<file path="src/hdl/shooter_config.svh">
`ifndef SHOOTER_CONFIG_SVH
`define SHOOTER_CONFIG_SVH

// raster
`define SCREEN_W 640
`define SCREEN_H 480
`define COORD_W 10

// gun rectangle and step per frame
`define GUN_Y_T 420
`define GUN_Y_B 470
`define GUN_W 60
`define GUN_V 4

// shot square and upward speed
`define SHOT_SIZE 6
`define SHOT_V 5

// obstacle square and fall speed
`define OBS_SIZE 30
`define OBS_V 2

// spawn table, x of obstacle i is OBS_X0 + i * OBS_PITCH
`define NUM_OBS 4
`define OBS_X0 60
`define OBS_PITCH 150
`define OBS_Y0 30

`define START_LIVES 3

`endif

</file>
<file path="src/hdl/shooter_pkg.sv">
`default_nettype none
`include "shooter_config.svh"

package shooter_pkg;

    typedef logic [`COORD_W-1:0] coord_t;

    // top-left corner of a sprite
    typedef struct packed {
        coord_t x;
        coord_t y;
    } pos_t;

    typedef struct packed {
        logic alive;
        pos_t pos;
    } obs_t;

    // bit 4 of any code doubles as start
    typedef enum logic [4:0] {
        KEY_RIGHT = 5'h11,
        KEY_LEFT  = 5'h13,
        KEY_FIRE  = 5'h15
    } key_code_e;

    typedef enum logic [1:0] {
        NEWGAME = 2'd0,
        PLAY    = 2'd1,
        NEWGUN  = 2'd2,
        OVER    = 2'd3
    } game_state_e;

    typedef struct packed {
        logic [3:0] tens; // bcd
        logic [3:0] ones; // bcd
    } score_t;

    typedef enum logic [2:0] {
        BLACK = 3'b000,
        BLUE  = 3'b001,
        RED   = 3'b100,
        WHITE = 3'b111
    } color_e;

endpackage

`default_nettype wire

</file>
<file path="src/hdl/game_ctrl.sv">
`timescale 1ns/1ps
`default_nettype none
`include "shooter_config.svh"

module game_ctrl (
    input  wire logic                clk,
    input  wire logic                rst,
    input  wire shooter_pkg::coord_t x_i,
    input  wire shooter_pkg::coord_t y_i,
    input  wire logic [4:0]          key_i,
    input  wire logic                hit_i,
    input  wire logic                miss_i,
    output logic                     frame_tick_o,
    output logic                     run_o,
    output shooter_pkg::score_t      score_o,
    output logic [1:0]               lives_o,
    output logic                     game_over_o
);

    localparam shooter_pkg::coord_t LAST_X     = shooter_pkg::coord_t'(`SCREEN_W - 1);
    localparam shooter_pkg::coord_t LAST_Y     = shooter_pkg::coord_t'(`SCREEN_H - 1);
    localparam logic [1:0]          FULL_LIVES = 2'(`START_LIVES);

    shooter_pkg::game_state_e state_q;
    shooter_pkg::game_state_e state_d;
    logic [1:0]               lives_q;
    logic [1:0]               lives_d;
    shooter_pkg::score_t      score_q;
    shooter_pkg::score_t      score_d;
    shooter_pkg::score_t      score_inc;
    logic                     over_q;
    logic                     start;

    assign frame_tick_o = (x_i == LAST_X) && (y_i == LAST_Y); // last pixel of the frame
    assign start        = key_i[4];

    // two digit bcd, 99 rolls to 00
    always_comb begin
        score_inc = score_q;
        if (score_q.ones == 4'd9) begin
            score_inc.ones = 4'd0;
            score_inc.tens = (score_q.tens == 4'd9) ? 4'd0 : score_q.tens + 4'd1;
        end else begin
            score_inc.ones = score_q.ones + 4'd1;
        end
    end

    always_comb begin
        state_d = state_q;
        lives_d = lives_q;
        score_d = score_q;
        case (state_q)
            shooter_pkg::NEWGAME: begin
                if (start) begin
                    state_d = shooter_pkg::PLAY;
                    lives_d = FULL_LIVES;
                    score_d = '0; // fresh game
                end
            end
            shooter_pkg::PLAY: begin
                if (hit_i) begin
                    score_d = score_inc;
                end
                if (miss_i) begin
                    lives_d = lives_q - 2'd1;
                    if (lives_q == 2'd1) begin
                        state_d = shooter_pkg::OVER; // last life gone
                    end else begin
                        state_d = shooter_pkg::NEWGUN;
                    end
                end
            end
            shooter_pkg::NEWGUN: begin
                if (start) begin
                    state_d = shooter_pkg::PLAY;
                end
            end
            shooter_pkg::OVER: begin
                if (start) begin
                    state_d = shooter_pkg::NEWGAME;
                end
            end
            default: state_d = shooter_pkg::NEWGAME;
        endcase
    end

    always_ff @(posedge clk or posedge rst) begin
        if (rst) begin
            state_q <= shooter_pkg::NEWGAME;
            lives_q <= FULL_LIVES;
            score_q <= '0;
            over_q  <= 1'b0;
        end else begin
            state_q <= state_d;
            lives_q <= lives_d;
            score_q <= score_d;
            over_q  <= (state_d == shooter_pkg::OVER);
        end
    end

    assign run_o       = (state_q == shooter_pkg::PLAY); // objects move only here
    assign score_o     = score_q;
    assign lives_o     = lives_q;
    assign game_over_o = over_q;

endmodule

`default_nettype wire

</file>
<file path="src/hdl/gun_shot_ctrl.sv">
`timescale 1ns/1ps
`default_nettype none
`include "shooter_config.svh"

module gun_shot_ctrl (
    input  wire logic                   clk,
    input  wire logic                   rst,
    input  wire logic                   frame_tick_i,
    input  wire logic                   run_i,
    input  wire shooter_pkg::key_code_e key_i,
    input  wire logic                   hit_i,
    output shooter_pkg::pos_t           gun_pos_o,
    output shooter_pkg::pos_t           shot_pos_o
);

    localparam shooter_pkg::coord_t GUN_X0    = shooter_pkg::coord_t'((`SCREEN_W - `GUN_W) / 2);
    localparam shooter_pkg::coord_t GUN_X_MAX = shooter_pkg::coord_t'(`SCREEN_W - `GUN_W - `GUN_V);
    localparam shooter_pkg::coord_t GUN_STEP  = shooter_pkg::coord_t'(`GUN_V);
    localparam shooter_pkg::coord_t GUN_TOP   = shooter_pkg::coord_t'(`GUN_Y_T);
    localparam shooter_pkg::coord_t MUZZLE_DX = shooter_pkg::coord_t'(`GUN_W / 2);
    localparam shooter_pkg::coord_t MUZZLE_Y  = shooter_pkg::coord_t'((`GUN_Y_T + `GUN_Y_B) / 2);
    localparam shooter_pkg::coord_t SHOT_STEP = shooter_pkg::coord_t'(`SHOT_V);

    shooter_pkg::coord_t gun_x_q;
    shooter_pkg::pos_t   shot_q;
    shooter_pkg::pos_t   muzzle;
    logic                shot_home;

    assign muzzle = '{x: gun_x_q + MUZZLE_DX, y: MUZZLE_Y}; // from gun before the tick

    // shot goes back on a hit, on release, or near the top edge
    assign shot_home = hit_i || (key_i != shooter_pkg::KEY_FIRE) || (shot_q.y < SHOT_STEP);

    always_ff @(posedge clk or posedge rst) begin
        if (rst) begin
            gun_x_q <= GUN_X0;
        end else if (!run_i) begin
            gun_x_q <= GUN_X0; // park in the middle
        end else if (frame_tick_i) begin
            if (key_i == shooter_pkg::KEY_RIGHT && gun_x_q <= GUN_X_MAX) begin
                gun_x_q <= gun_x_q + GUN_STEP;
            end else if (key_i == shooter_pkg::KEY_LEFT && gun_x_q >= GUN_STEP) begin
                gun_x_q <= gun_x_q - GUN_STEP;
            end
        end
    end

    always_ff @(posedge clk or posedge rst) begin
        if (rst) begin
            shot_q <= '{x: GUN_X0 + MUZZLE_DX, y: MUZZLE_Y};
        end else if (!run_i) begin
            shot_q <= '{x: GUN_X0 + MUZZLE_DX, y: MUZZLE_Y};
        end else if (frame_tick_i) begin
            if (shot_home) begin
                shot_q <= muzzle;
            end else begin
                shot_q.y <= shot_q.y - SHOT_STEP; // flies straight up
            end
        end
    end

    assign gun_pos_o  = '{x: gun_x_q, y: GUN_TOP};
    assign shot_pos_o = shot_q;

endmodule

`default_nettype wire

</file>
<file path="src/hdl/obstacle_field.sv">
`timescale 1ns/1ps
`default_nettype none
`include "shooter_config.svh"

module obstacle_field (
    input  wire logic                              clk,
    input  wire logic                              rst,
    input  wire logic                              frame_tick_i,
    input  wire logic                              run_i,
    input  wire shooter_pkg::pos_t                 shot_pos_i,
    output shooter_pkg::obs_t [`NUM_OBS-1:0]       obs_o,
    output logic                                   hit_o,
    output logic                                   miss_o
);

    localparam shooter_pkg::coord_t OBS_EXT  = shooter_pkg::coord_t'(`OBS_SIZE - 1);
    localparam shooter_pkg::coord_t SHOT_EXT = shooter_pkg::coord_t'(`SHOT_SIZE - 1);
    localparam shooter_pkg::coord_t BOTTOM   = shooter_pkg::coord_t'(`SCREEN_H - 1);
    localparam shooter_pkg::coord_t FALL     = shooter_pkg::coord_t'(`OBS_V);

    // table entry for obstacle idx
    function automatic shooter_pkg::obs_t spawn_obs(input int idx);
        shooter_pkg::obs_t o;
        o.alive = 1'b1;
        o.pos.x = shooter_pkg::coord_t'(`OBS_X0 + idx * `OBS_PITCH);
        o.pos.y = shooter_pkg::coord_t'(`OBS_Y0);
        return o;
    endfunction

    shooter_pkg::obs_t [`NUM_OBS-1:0] obs_q;
    logic [`NUM_OBS-1:0]              hit_vec;
    logic [`NUM_OBS-1:0]              miss_vec;
    logic [`NUM_OBS-1:0]              alive_vec;
    shooter_pkg::coord_t              shot_r;
    shooter_pkg::coord_t              shot_b;
    logic                             tick_run;
    logic                             respawn;

    assign shot_r   = shot_pos_i.x + SHOT_EXT;
    assign shot_b   = shot_pos_i.y + SHOT_EXT;
    assign tick_run = frame_tick_i & run_i;

    always_comb begin
        for (int i = 0; i < `NUM_OBS; i++) begin
            alive_vec[i] = obs_q[i].alive;
            // shot fully inside horizontally, any vertical overlap
            hit_vec[i] = obs_q[i].alive
                         && (shot_pos_i.x >= obs_q[i].pos.x)
                         && (shot_r <= obs_q[i].pos.x + OBS_EXT)
                         && (shot_b >= obs_q[i].pos.y)
                         && (shot_pos_i.y <= obs_q[i].pos.y + OBS_EXT);
            miss_vec[i] = obs_q[i].alive && !hit_vec[i]
                          && (obs_q[i].pos.y + OBS_EXT >= BOTTOM); // reached the floor
        end
    end

    assign hit_o   = tick_run & (|hit_vec);
    assign miss_o  = tick_run & (|miss_vec);
    assign respawn = !run_i || (frame_tick_i && !(|alive_vec)); // idle or wave cleared

    always_ff @(posedge clk or posedge rst) begin
        if (rst) begin
            for (int i = 0; i < `NUM_OBS; i++) begin
                obs_q[i] <= spawn_obs(i);
            end
        end else if (respawn) begin
            for (int i = 0; i < `NUM_OBS; i++) begin
                obs_q[i] <= spawn_obs(i);
            end
        end else if (frame_tick_i) begin
            for (int i = 0; i < `NUM_OBS; i++) begin
                if (hit_vec[i] || miss_vec[i]) begin
                    obs_q[i].alive <= 1'b0; // removed, position kept
                end else if (obs_q[i].alive) begin
                    obs_q[i].pos.y <= obs_q[i].pos.y + FALL;
                end
            end
        end
    end

    assign obs_o = obs_q;

endmodule

`default_nettype wire

</file>
<file path="src/hdl/pixel_painter.sv">
`timescale 1ns/1ps
`default_nettype none
`include "shooter_config.svh"

module pixel_painter (
    input  wire logic                        clk,
    input  wire logic                        rst,
    input  wire shooter_pkg::coord_t         x_i,
    input  wire shooter_pkg::coord_t         y_i,
    input  wire shooter_pkg::pos_t           gun_pos_i,
    input  wire shooter_pkg::pos_t           shot_pos_i,
    input  wire shooter_pkg::obs_t [`NUM_OBS-1:0] obs_i,
    output shooter_pkg::color_e              rgb_o
);

    // pixel inside a w by h box anchored at corner
    function automatic logic in_box(input shooter_pkg::coord_t px,
                                    input shooter_pkg::coord_t py,
                                    input shooter_pkg::pos_t corner,
                                    input int w,
                                    input int h);
        return (int'(px) >= int'(corner.x)) && (int'(px) <= int'(corner.x) + w - 1)
            && (int'(py) >= int'(corner.y)) && (int'(py) <= int'(corner.y) + h - 1);
    endfunction

    logic                shot_on;
    logic                gun_on;
    logic                obs_on;
    shooter_pkg::color_e rgb_d;

    assign shot_on = in_box(x_i, y_i, shot_pos_i, `SHOT_SIZE, `SHOT_SIZE);
    assign gun_on  = in_box(x_i, y_i, gun_pos_i, `GUN_W, `GUN_Y_B - `GUN_Y_T + 1);

    always_comb begin
        obs_on = 1'b0;
        for (int i = 0; i < `NUM_OBS; i++) begin
            obs_on |= obs_i[i].alive && in_box(x_i, y_i, obs_i[i].pos, `OBS_SIZE, `OBS_SIZE);
        end
    end

    always_comb begin
        if (shot_on) begin
            rgb_d = shooter_pkg::RED; // shot on top
        end else if (gun_on) begin
            rgb_d = shooter_pkg::WHITE;
        end else if (obs_on) begin
            rgb_d = shooter_pkg::BLUE;
        end else begin
            rgb_d = shooter_pkg::BLACK;
        end
    end

    always_ff @(posedge clk or posedge rst) begin
        if (rst) begin
            rgb_o <= shooter_pkg::BLACK;
        end else begin
            rgb_o <= rgb_d; // one cycle behind x_i, y_i
        end
    end

endmodule

`default_nettype wire

</file>
<file path="src/hdl/shooter_top.sv">
`timescale 1ns/1ps
`default_nettype none
`include "shooter_config.svh"

module shooter_top (
    input  wire logic                clk,
    input  wire logic                rst,
    input  wire shooter_pkg::coord_t x_i,
    input  wire shooter_pkg::coord_t y_i,
    input  wire logic [4:0]          key_i,
    output shooter_pkg::color_e      rgb_o,
    output shooter_pkg::score_t      score_o,
    output logic [1:0]               lives_o,
    output logic                     game_over_o
);

    logic                             frame_tick;
    logic                             run;
    logic                             hit;
    logic                             miss;
    shooter_pkg::pos_t                gun_pos;
    shooter_pkg::pos_t                shot_pos;
    shooter_pkg::obs_t [`NUM_OBS-1:0] obs;

    game_ctrl u_game_ctrl (
        .clk          (clk),
        .rst          (rst),
        .x_i          (x_i),
        .y_i          (y_i),
        .key_i        (key_i),
        .hit_i        (hit),
        .miss_i       (miss),
        .frame_tick_o (frame_tick),
        .run_o        (run),
        .score_o      (score_o),
        .lives_o      (lives_o),
        .game_over_o  (game_over_o)
    );

    gun_shot_ctrl u_gun_shot_ctrl (
        .clk          (clk),
        .rst          (rst),
        .frame_tick_i (frame_tick),
        .run_i        (run),
        .key_i        (shooter_pkg::key_code_e'(key_i)), // raw code, 0 when idle
        .hit_i        (hit),
        .gun_pos_o    (gun_pos),
        .shot_pos_o   (shot_pos)
    );

    obstacle_field u_obstacle_field (
        .clk          (clk),
        .rst          (rst),
        .frame_tick_i (frame_tick),
        .run_i        (run),
        .shot_pos_i   (shot_pos),
        .obs_o        (obs),
        .hit_o        (hit),
        .miss_o       (miss)
    );

    pixel_painter u_pixel_painter (
        .clk          (clk),
        .rst          (rst),
        .x_i          (x_i),
        .y_i          (y_i),
        .gun_pos_i    (gun_pos),
        .shot_pos_i   (shot_pos),
        .obs_i        (obs),
        .rgb_o        (rgb_o)
    );

endmodule

`default_nettype wire

</file>
<file path="config.mk">
export PLATFORM = sky130hd
export DESIGN_NAME = shooter_top
export DESIGN_NICKNAME = d
export VERILOG_FILES = /design/src/hdl/shooter_pkg.sv /design/src/hdl/game_ctrl.sv /design/src/hdl/gun_shot_ctrl.sv /design/src/hdl/obstacle_field.sv /design/src/hdl/pixel_painter.sv /design/src/hdl/shooter_top.sv
export VERILOG_INCLUDE_DIRS = /design/src /design/src/hdl
export SDC_FILE = /design/constraint.sdc
export NUM_CORES = 1
export LEC_CHECK = 0
export ABC_CLOCK_PERIOD_IN_PS = 11200
export BUFFER_PORTS_ARGS = -buffer_cell sky130_fd_sc_hd__buf_2
export CAP_MARGIN = 20
export CORE_ASPECT_RATIO = 0.5
export CORE_MARGIN = 4
export CORE_UTILIZATION = 63
export CTS_BUF_LIST = sky130_fd_sc_hd__clkbuf_4 sky130_fd_sc_hd__clkbuf_8
export DETAILED_ROUTE_END_ITERATION = 6
export PLACE_DENSITY = 0.84
export SLEW_MARGIN = 10
export SYNTH_ARGS = -nofsm -noshare
export SYNTH_HDL_FRONTEND = slang
export SYNTH_SLANG_ARGS = --single-unit
export TNS_END_PERCENT = 20
</file>
<file path="constraint.sdc">
create_clock -name clk -period 11.2 [get_ports clk]
set_clock_uncertainty 0.1 [all_clocks]
set_input_delay 2.24 -clock clk [delete_from_list [all_inputs] [get_ports clk]]
set_output_delay 2.24 -clock clk [all_outputs]
set_load 0.05 [all_outputs]
</file>
Yosys cells after proc, flatten, opt, wreduce, memory -nomap -nowiden
Index checks and enable logic that the tools add are counted.

Flip-flop bits (word level): 90. Bits of input ports: 27. Output and inout port bits: 14. Logic and storage cells: 262.

Add/sub/neg operators: 31. $lt $le $gt $ge: 47. Eq/ne operators: 23. Multiplexer cells: 47. Bitwise logic cells: 6. Reduce and logical (&&, ||, !) cells: 91.

Operator list (number): less-or-equal comparator 11 x 32 -> 1 bit (7); subtractor 32 x 2 -> 32 bit (second input constant) (7); two-way mux 10 bit (16); >= comparator 10 bit (11); >= comparator 10 x 9 -> 1 bit (second input constant) (9); two-way mux 11 bit (6); adder 10 x 5 -> 10 bit (second input constant) (5); logical AND 1 bit (50); adder 10 x 5 -> 11 bit (second input constant) (4); adder 10 x 2 -> 10 bit (second input constant) (4); less-or-equal comparator 10 bit (4); two-way mux 20 bit (2); adder 10 x 3 -> 10 bit (second input constant) (3); less-or-equal comparator 10 bit (second input constant) (3); less-or-equal comparator 10 x 9 -> 1 bit (second input constant) (3); adder 10 x 3 -> 11 bit (second input constant) (2); >= comparator 10 x 6 -> 1 bit (second input constant) (2); >= comparator 10 x 8 -> 1 bit (second input constant) (2); less-or-equal comparator 10 x 7 -> 1 bit (second input constant) (2); less-or-equal comparator 10 x 8 -> 1 bit (second input constant) (2); nonzero test 2 bit (10); subtractor 10 x 3 -> 10 bit (second input constant) (2); AND reduction 3 bit (6); two-way mux 8 bit (2); other kinds (31) (81).

Logic depth before layout (Yosys ltp)
Word-level depth: 13. Depth in mapped cells: 18. Gate-level depth less buffers: 17.

By module
Synthesis repeated with hierarchy kept, for this count alone.

Cell total of the unflattened synthesis: 1892. Area total of the unflattened synthesis: 15278.4 um^2.

By module, submodules not included: pixel_painter (times used 1, cells each 977, area an instance 7422.1 um^2, seq. area each 75.1 um^2); obstacle_field (times used 1, cells each 617, area an instance 5122.4 um^2, seq. area each 1026.0 um^2); gun_shot_ctrl (times used 1, cells each 207, area an instance 1926.8 um^2, seq. area each 715.7 um^2); game_ctrl (times used 1, cells each 91, area an instance 807.0 um^2, seq. area each 327.8 um^2).

Worst setup path before layout
Ideal clock, no wire load.

Kind: input -> register. Start: input x_i[4]. End: register u_gun_shot_ctrl.gun_x_q[7]. Setup time: 0.078 ns. Data arrival time: 4.382 ns. Data required time: 11.022 ns. Slack: 6.640 ns. Stages: 8. Buffers on the path: 1. Cells stage by stage: nand3_1 > or4_4 > nor4_2 > nor2_2 > or2_1 > buf_2 > or3_1 > a21oi_1.

Cells in the longest elaborated chain, start to end: 4.

Ends and longest elaborated chain: from (decl) (RTL line shooter_top.sv:8) `input wire shooter_pkg::coord_t x_i,`; equality test 10 bit (RTL line game_ctrl.sv:34) `assign frame_tick_o = (x_i == LAST_X) && (y_i == LAST_Y);`; logical AND 1 bit (RTL line game_ctrl.sv:34); inequality test 2 x 1 -> 1 bit (no source line); AND reduction 2 bit (no source line); to (signal assigned) (RTL line gun_shot_ctrl.sv:41) `gun_x_q <= gun_x_q + GUN_STEP;`; to (signal assigned) (RTL line gun_shot_ctrl.sv:43) `gun_x_q <= gun_x_q - GUN_STEP;`; to (decl) (RTL line gun_shot_ctrl.sv:24) `shooter_pkg::coord_t gun_x_q;`.

Every way passes these cells. A chain may end at the register's enable or synchronous reset.

Worst setup path after layout
Start: register u_gun_shot_ctrl.shot_q, in the netlist u_gun_shot_ctrl.shot_pos_o[1]. End: register u_pixel_painter.rgb_o[2].

Cells in the longest elaborated chain, start to end: 5. Elaborated cells on any way between the ends: 7. Those cells by class: add/sub: 2; order compare: 2; mux: 1; reduce/logical: 2.

Ends and longest elaborated chain: from (decl) (RTL line gun_shot_ctrl.sv:25) `shooter_pkg::pos_t shot_q;`; from (signal assigned) (RTL line gun_shot_ctrl.sv:50) `shot_q <= '{x: GUN_X0 + MUZZLE_DX, y: MUZZLE_Y};`; from (signal assigned) (RTL line gun_shot_ctrl.sv:52) `shot_q <= '{x: GUN_X0 + MUZZLE_DX, y: MUZZLE_Y};`; from (signal assigned) (RTL line gun_shot_ctrl.sv:55) `shot_q <= muzzle;`; adder 10 x 3 -> 11 bit (RTL line pixel_painter.sv:23) `&& (int'(py) >= int'(corner.y)) && (int'(py) <= int'(corner.y) + h - 1);`; subtractor 32 x 2 -> 32 bit (RTL line pixel_painter.sv:23); less-or-equal comparator 11 x 32 -> 1 bit (RTL line pixel_painter.sv:23); logical AND 1 bit * (RTL line pixel_painter.sv:23); two-way mux 3 bit * (RTL line pixel_painter.sv:42) `if (shot_on) begin`; via u_pixel_painter.rgb_d[2] (RTL line pixel_painter.sv:29) `shooter_pkg::color_e rgb_d;`; to (signal assigned) (RTL line pixel_painter.sv:55) `rgb_o <= shooter_pkg::BLACK;`; to (signal assigned) (RTL line pixel_painter.sv:57) `rgb_o <= rgb_d;`; to (decl) (RTL line pixel_painter.sv:13) `output shooter_pkg::color_e rgb_o`.

Mark *: on every way through the listed nets, which the timed path passes. The rest lies on a longest branch.

==> summary.md <==
| Metric | Value |
|---|---|
| Vias in the first global route | `around 12000` |
| Die width | `208 um` |
| Post-synth EDFFs | `0` |
| Starting Density | `0.646` |
| Share of the synthesized area in the top cell type | `0.243` |
| Synthesized area per cell | `roughly 8.0 um^2` |
| Clock root buffer | `clkbuf_8` |
| Status | `complete, no violations` |
| Design area | `0.0132 mm^2` |
| Main flop type after synthesis | `dfrtp_1` |
| Setup_tns | `0 ns` |
| IO Count | `about 40` |
| Sink Count | `84` |
| Critical Path Source Type | `flop` |
| GRT Overall Usage | `0.353` |
| Reg clk slew, reported paths | `~0.11 ns` |
| Post-synthesis sequential area ratio | `0.169` |
| Crit path max fanout | `12` |
| Worst Path Class, Setup | `reg2reg` |
| Share of cells above drive strength 1 | `0.0795` |
| CTS H-tree depth | `3` |
| Worst-margin pin slew | `around 1.2 ns` |
| First-pass iteration count of the detailed router | `6` |
| Final Hold Fails | `0` |
| Final Critical Period | `5.06 ns` |
| Largest net degree at the start of global routing | `between 40 and 50` |
| Hold WS | `roughly 0.47 ns` |
| Total die area | `around 0.023 mm^2` |
| IO buf count | `40` |
| Hpwl dp | `31.1 mm` |
| Clk_lat worst skew | `0.43 ns` |
| Arrival time at the worst endpoint | `between 5 and 6 ns` |
| Post-Syn Nets | `between 1500 and 2000` |
| Vias | `between 10000 and 15000` |
| Critical Path RT | `11.46 ns` |
| Final setup fails | `0` |
| Filler cells | `approximately 1700` |
| FF+latch count, synth | `84` |
| Sequential Area | `~0.0021 mm^2` |
| Pwr dens | `144 mW/mm^2` |
| Max cap viols | `0` |
| Yosys warns | `0` |
| Period utilisation layout | `0.452` |
| Crit. End Element | `flop` |
| Area leader, netlist | `ha_1` |
| Post_cts resized | `0` |
| DR iter-0 viols | `around 1600` |
| Rel. slew slack | `0.219` |
| Routed len/inst | `~22 um` |
| Num rows | `36` |
| Area of the multi-input gates | `~0.0099 mm^2` |
| P&R area growth vs syn | `4.21%` |
| DP Area | `0.0130 mm^2` |
| Post-layout nets | `between 1500 and 2000` |
| Async set or reset register ratio after synthesis | `1.00` |
| Core Footprint | `between 0.015 and 0.02 mm^2` |
| CTS Buf Count | `9` |
| Pleak | `~5.6 nW` |
| Diode count | `0` |
| Final WL | `roughly 40 mm` |
| Clk buf depth | `2` |
| RSZ-0062 raised after global routing | `false` |
| Critical path cell sequence | `inv_1 -> ha_1 -> xor2_1 -> nand2_1 -> nor3b_1 -> and4_1 -> xor2_1 -> ha_1 -> nand2_1 -> nor4_1 -> or3b_2 -> a41oi_1 -> a2111oi_1 -> or2_2` |
| Critical Path Max Stage Delay | `1.07 ns` |
| Initial antenna violation count | `0` |
| First-pass GRT wire length | `63.7 mm` |
| ANT nets after route | `0` |
| Netlist cell types | `84` |
| Max-slew violation count | `0` |
| Largest cells by area after synthesis | `ha_1, dfrtp_1, xnor2_1, dfstp_2, nand2_1` |
| Synth cell count leaders | `ha_1, nand2_1, nor2_1, xnor2_1, o21ai_0` |
| Via/cell ratio | `just under 7` |
| Chip height | `108 um` |
| Min-Delay Path Class | `reg2reg` |
| Count leader, synth | `ha_1` |
| Cell Area, Synth | `between 0.01 and 0.015 mm^2` |
| Slowest CP cell | `a2111oi_1` |
| GPL Wtd Cong | `around 0.99` |
| Peak supply drop | `between 100 and 150 uV` |
| Cells after synthesis | `between 1500 and 2000` |
| Total grt overflow | `0` |
| CTS tree | `done` |
| Achievable clock frequency | `198 MHz` |
| Hold_buf cts | `0` |
| Setup Buffers After CTS | `0` |
| DRC violations left | `0` |
-- layout by cell type, fill, tap and decap left out, types with 6 or more instances in the layout --
cell type,instances
a2111oi_0,10
a211o_1,6
a211oi_1,23
a21o_1,12
a21oi_1,81
a31oi_1,15
and3_1,21
buf_2,41
buf_4,6
clkbuf_8,9
dfrtp_1,50
dfstp_2,34
ha_1,246
inv_1,82
mux2i_1,10
nand2_1,135
nand2b_1,16
nand3_1,67
nand3b_1,6
nand4_1,46
nor2_1,122
nor2b_1,11
nor3_1,58
nor3b_1,7
nor4_1,16
o2111ai_1,12
o211ai_1,13
o21a_1,20
o21ai_0,88
o22ai_1,11
o2bb2ai_1,8
o31ai_1,10
or3_1,19
or4_1,7
xnor2_1,122
xor2_1,23
-- per-stage QoR --
step,total power [mW],cells,setup slack [ns],util
CTS,1.88,1850,6.30,0.673
finish,1.90,1850,6.14,0.673
global route,2.07,1850,5.96,0.673
detailed placement,1.63,1835,5.92,0.663
global placement,1.58,1834,5.60,0.663
floorplan,1.33,1588,6.64,-
-- path summary, 6_finish.rpt --
check | start | to | slack [ns] | cells past startpoint
setup reg to reg | u_gun_shot_ctrl.shot_pos_o[1]$_DFFE_PP0P_ | u_pixel_painter.rgb_o[2]$_DFF_PP0_ | 6.14 | 14
setup / recovery | u_gun_shot_ctrl.shot_pos_o[1]$_DFFE_PP0P_ | u_pixel_painter.rgb_o[2]$_DFF_PP0_ | 6.14 | 14
hold reg to reg | u_obstacle_field.obs_o[41]$_DFFE_PP1P_ | u_obstacle_field.obs_o[41]$_DFFE_PP1P_ | 0.47 | 2
max in group asynchronous | rst | u_gun_shot_ctrl.shot_pos_o[6]$_DFFE_PP0P_ | 8.16 | 3
hold / removal | u_obstacle_field.obs_o[41]$_DFFE_PP1P_ | u_obstacle_field.obs_o[41]$_DFFE_PP1P_ | 0.47 | 2
min in group asynchronous | rst | u_obstacle_field.obs_o[49]$_DFFE_PP0P_ | 1.79 | 2
-- cell families (layout without fill, tap and decap cells) --
family          after synthesis  after routing  synth area share
compound gates              376            376             0.199
xor+xnor                    145            145             0.100
fa+ha+maj                   250            250             0.249
buf+inv                     156            152            0.0465
flops                        84             84             0.169
mux                          14             14            0.0115
simple gates                563            563             0.224
-- per-layer routing --
metal  wire [um]  GRT usage
met1       17400      0.493
met2       17000      0.541
met3        4840     0.0881
met4        1040      0.107
met5           0          0
-- layout make-up --
type,instances,area share
flip-flops and latches,84,0.163
multi-input cells,1348,0.753
clock inverters,6,0.00550
inverters,90,0.0257
repair buffers,47,0.0190
well taps,266,0.0252
clock buffers,9,0.00939
-- flip-flops by register name, indices dropped and copies added (netlist names) --
register and cells:
u_obstacle_field.obs_o 40, u_gun_shot_ctrl.shot_pos_o 19, u_gun_shot_ctrl.gun_x_q 9, u_game_ctrl.score_o 8, u_pixel_painter.rgb_o 3, u_game_ctrl.lives_o 2
u_game_ctrl.state_q 2, u_game_ctrl.game_over_o 1
-- worst max-delay path: cells and delay by family, from the launching register on --
kind                     cells  cell delay [ns]
adder cells (fa/ha/maj)      2             0.70
AND/OR/NAND/NOR              7             1.51
XOR/XNOR                     2             0.33
AO/OA/AOI/OAI                2             1.11
buffers and inverters        1             0.49
flip-flops                   1             0.75
-- power breakdown --
group | switching [mW] | internal [mW]
logic | 0.701 | 0.449
clock network | 0.134 | 0.105
registers | 0.140 | 0.375
Note: power is estimated with default switching activity, not from simulation.
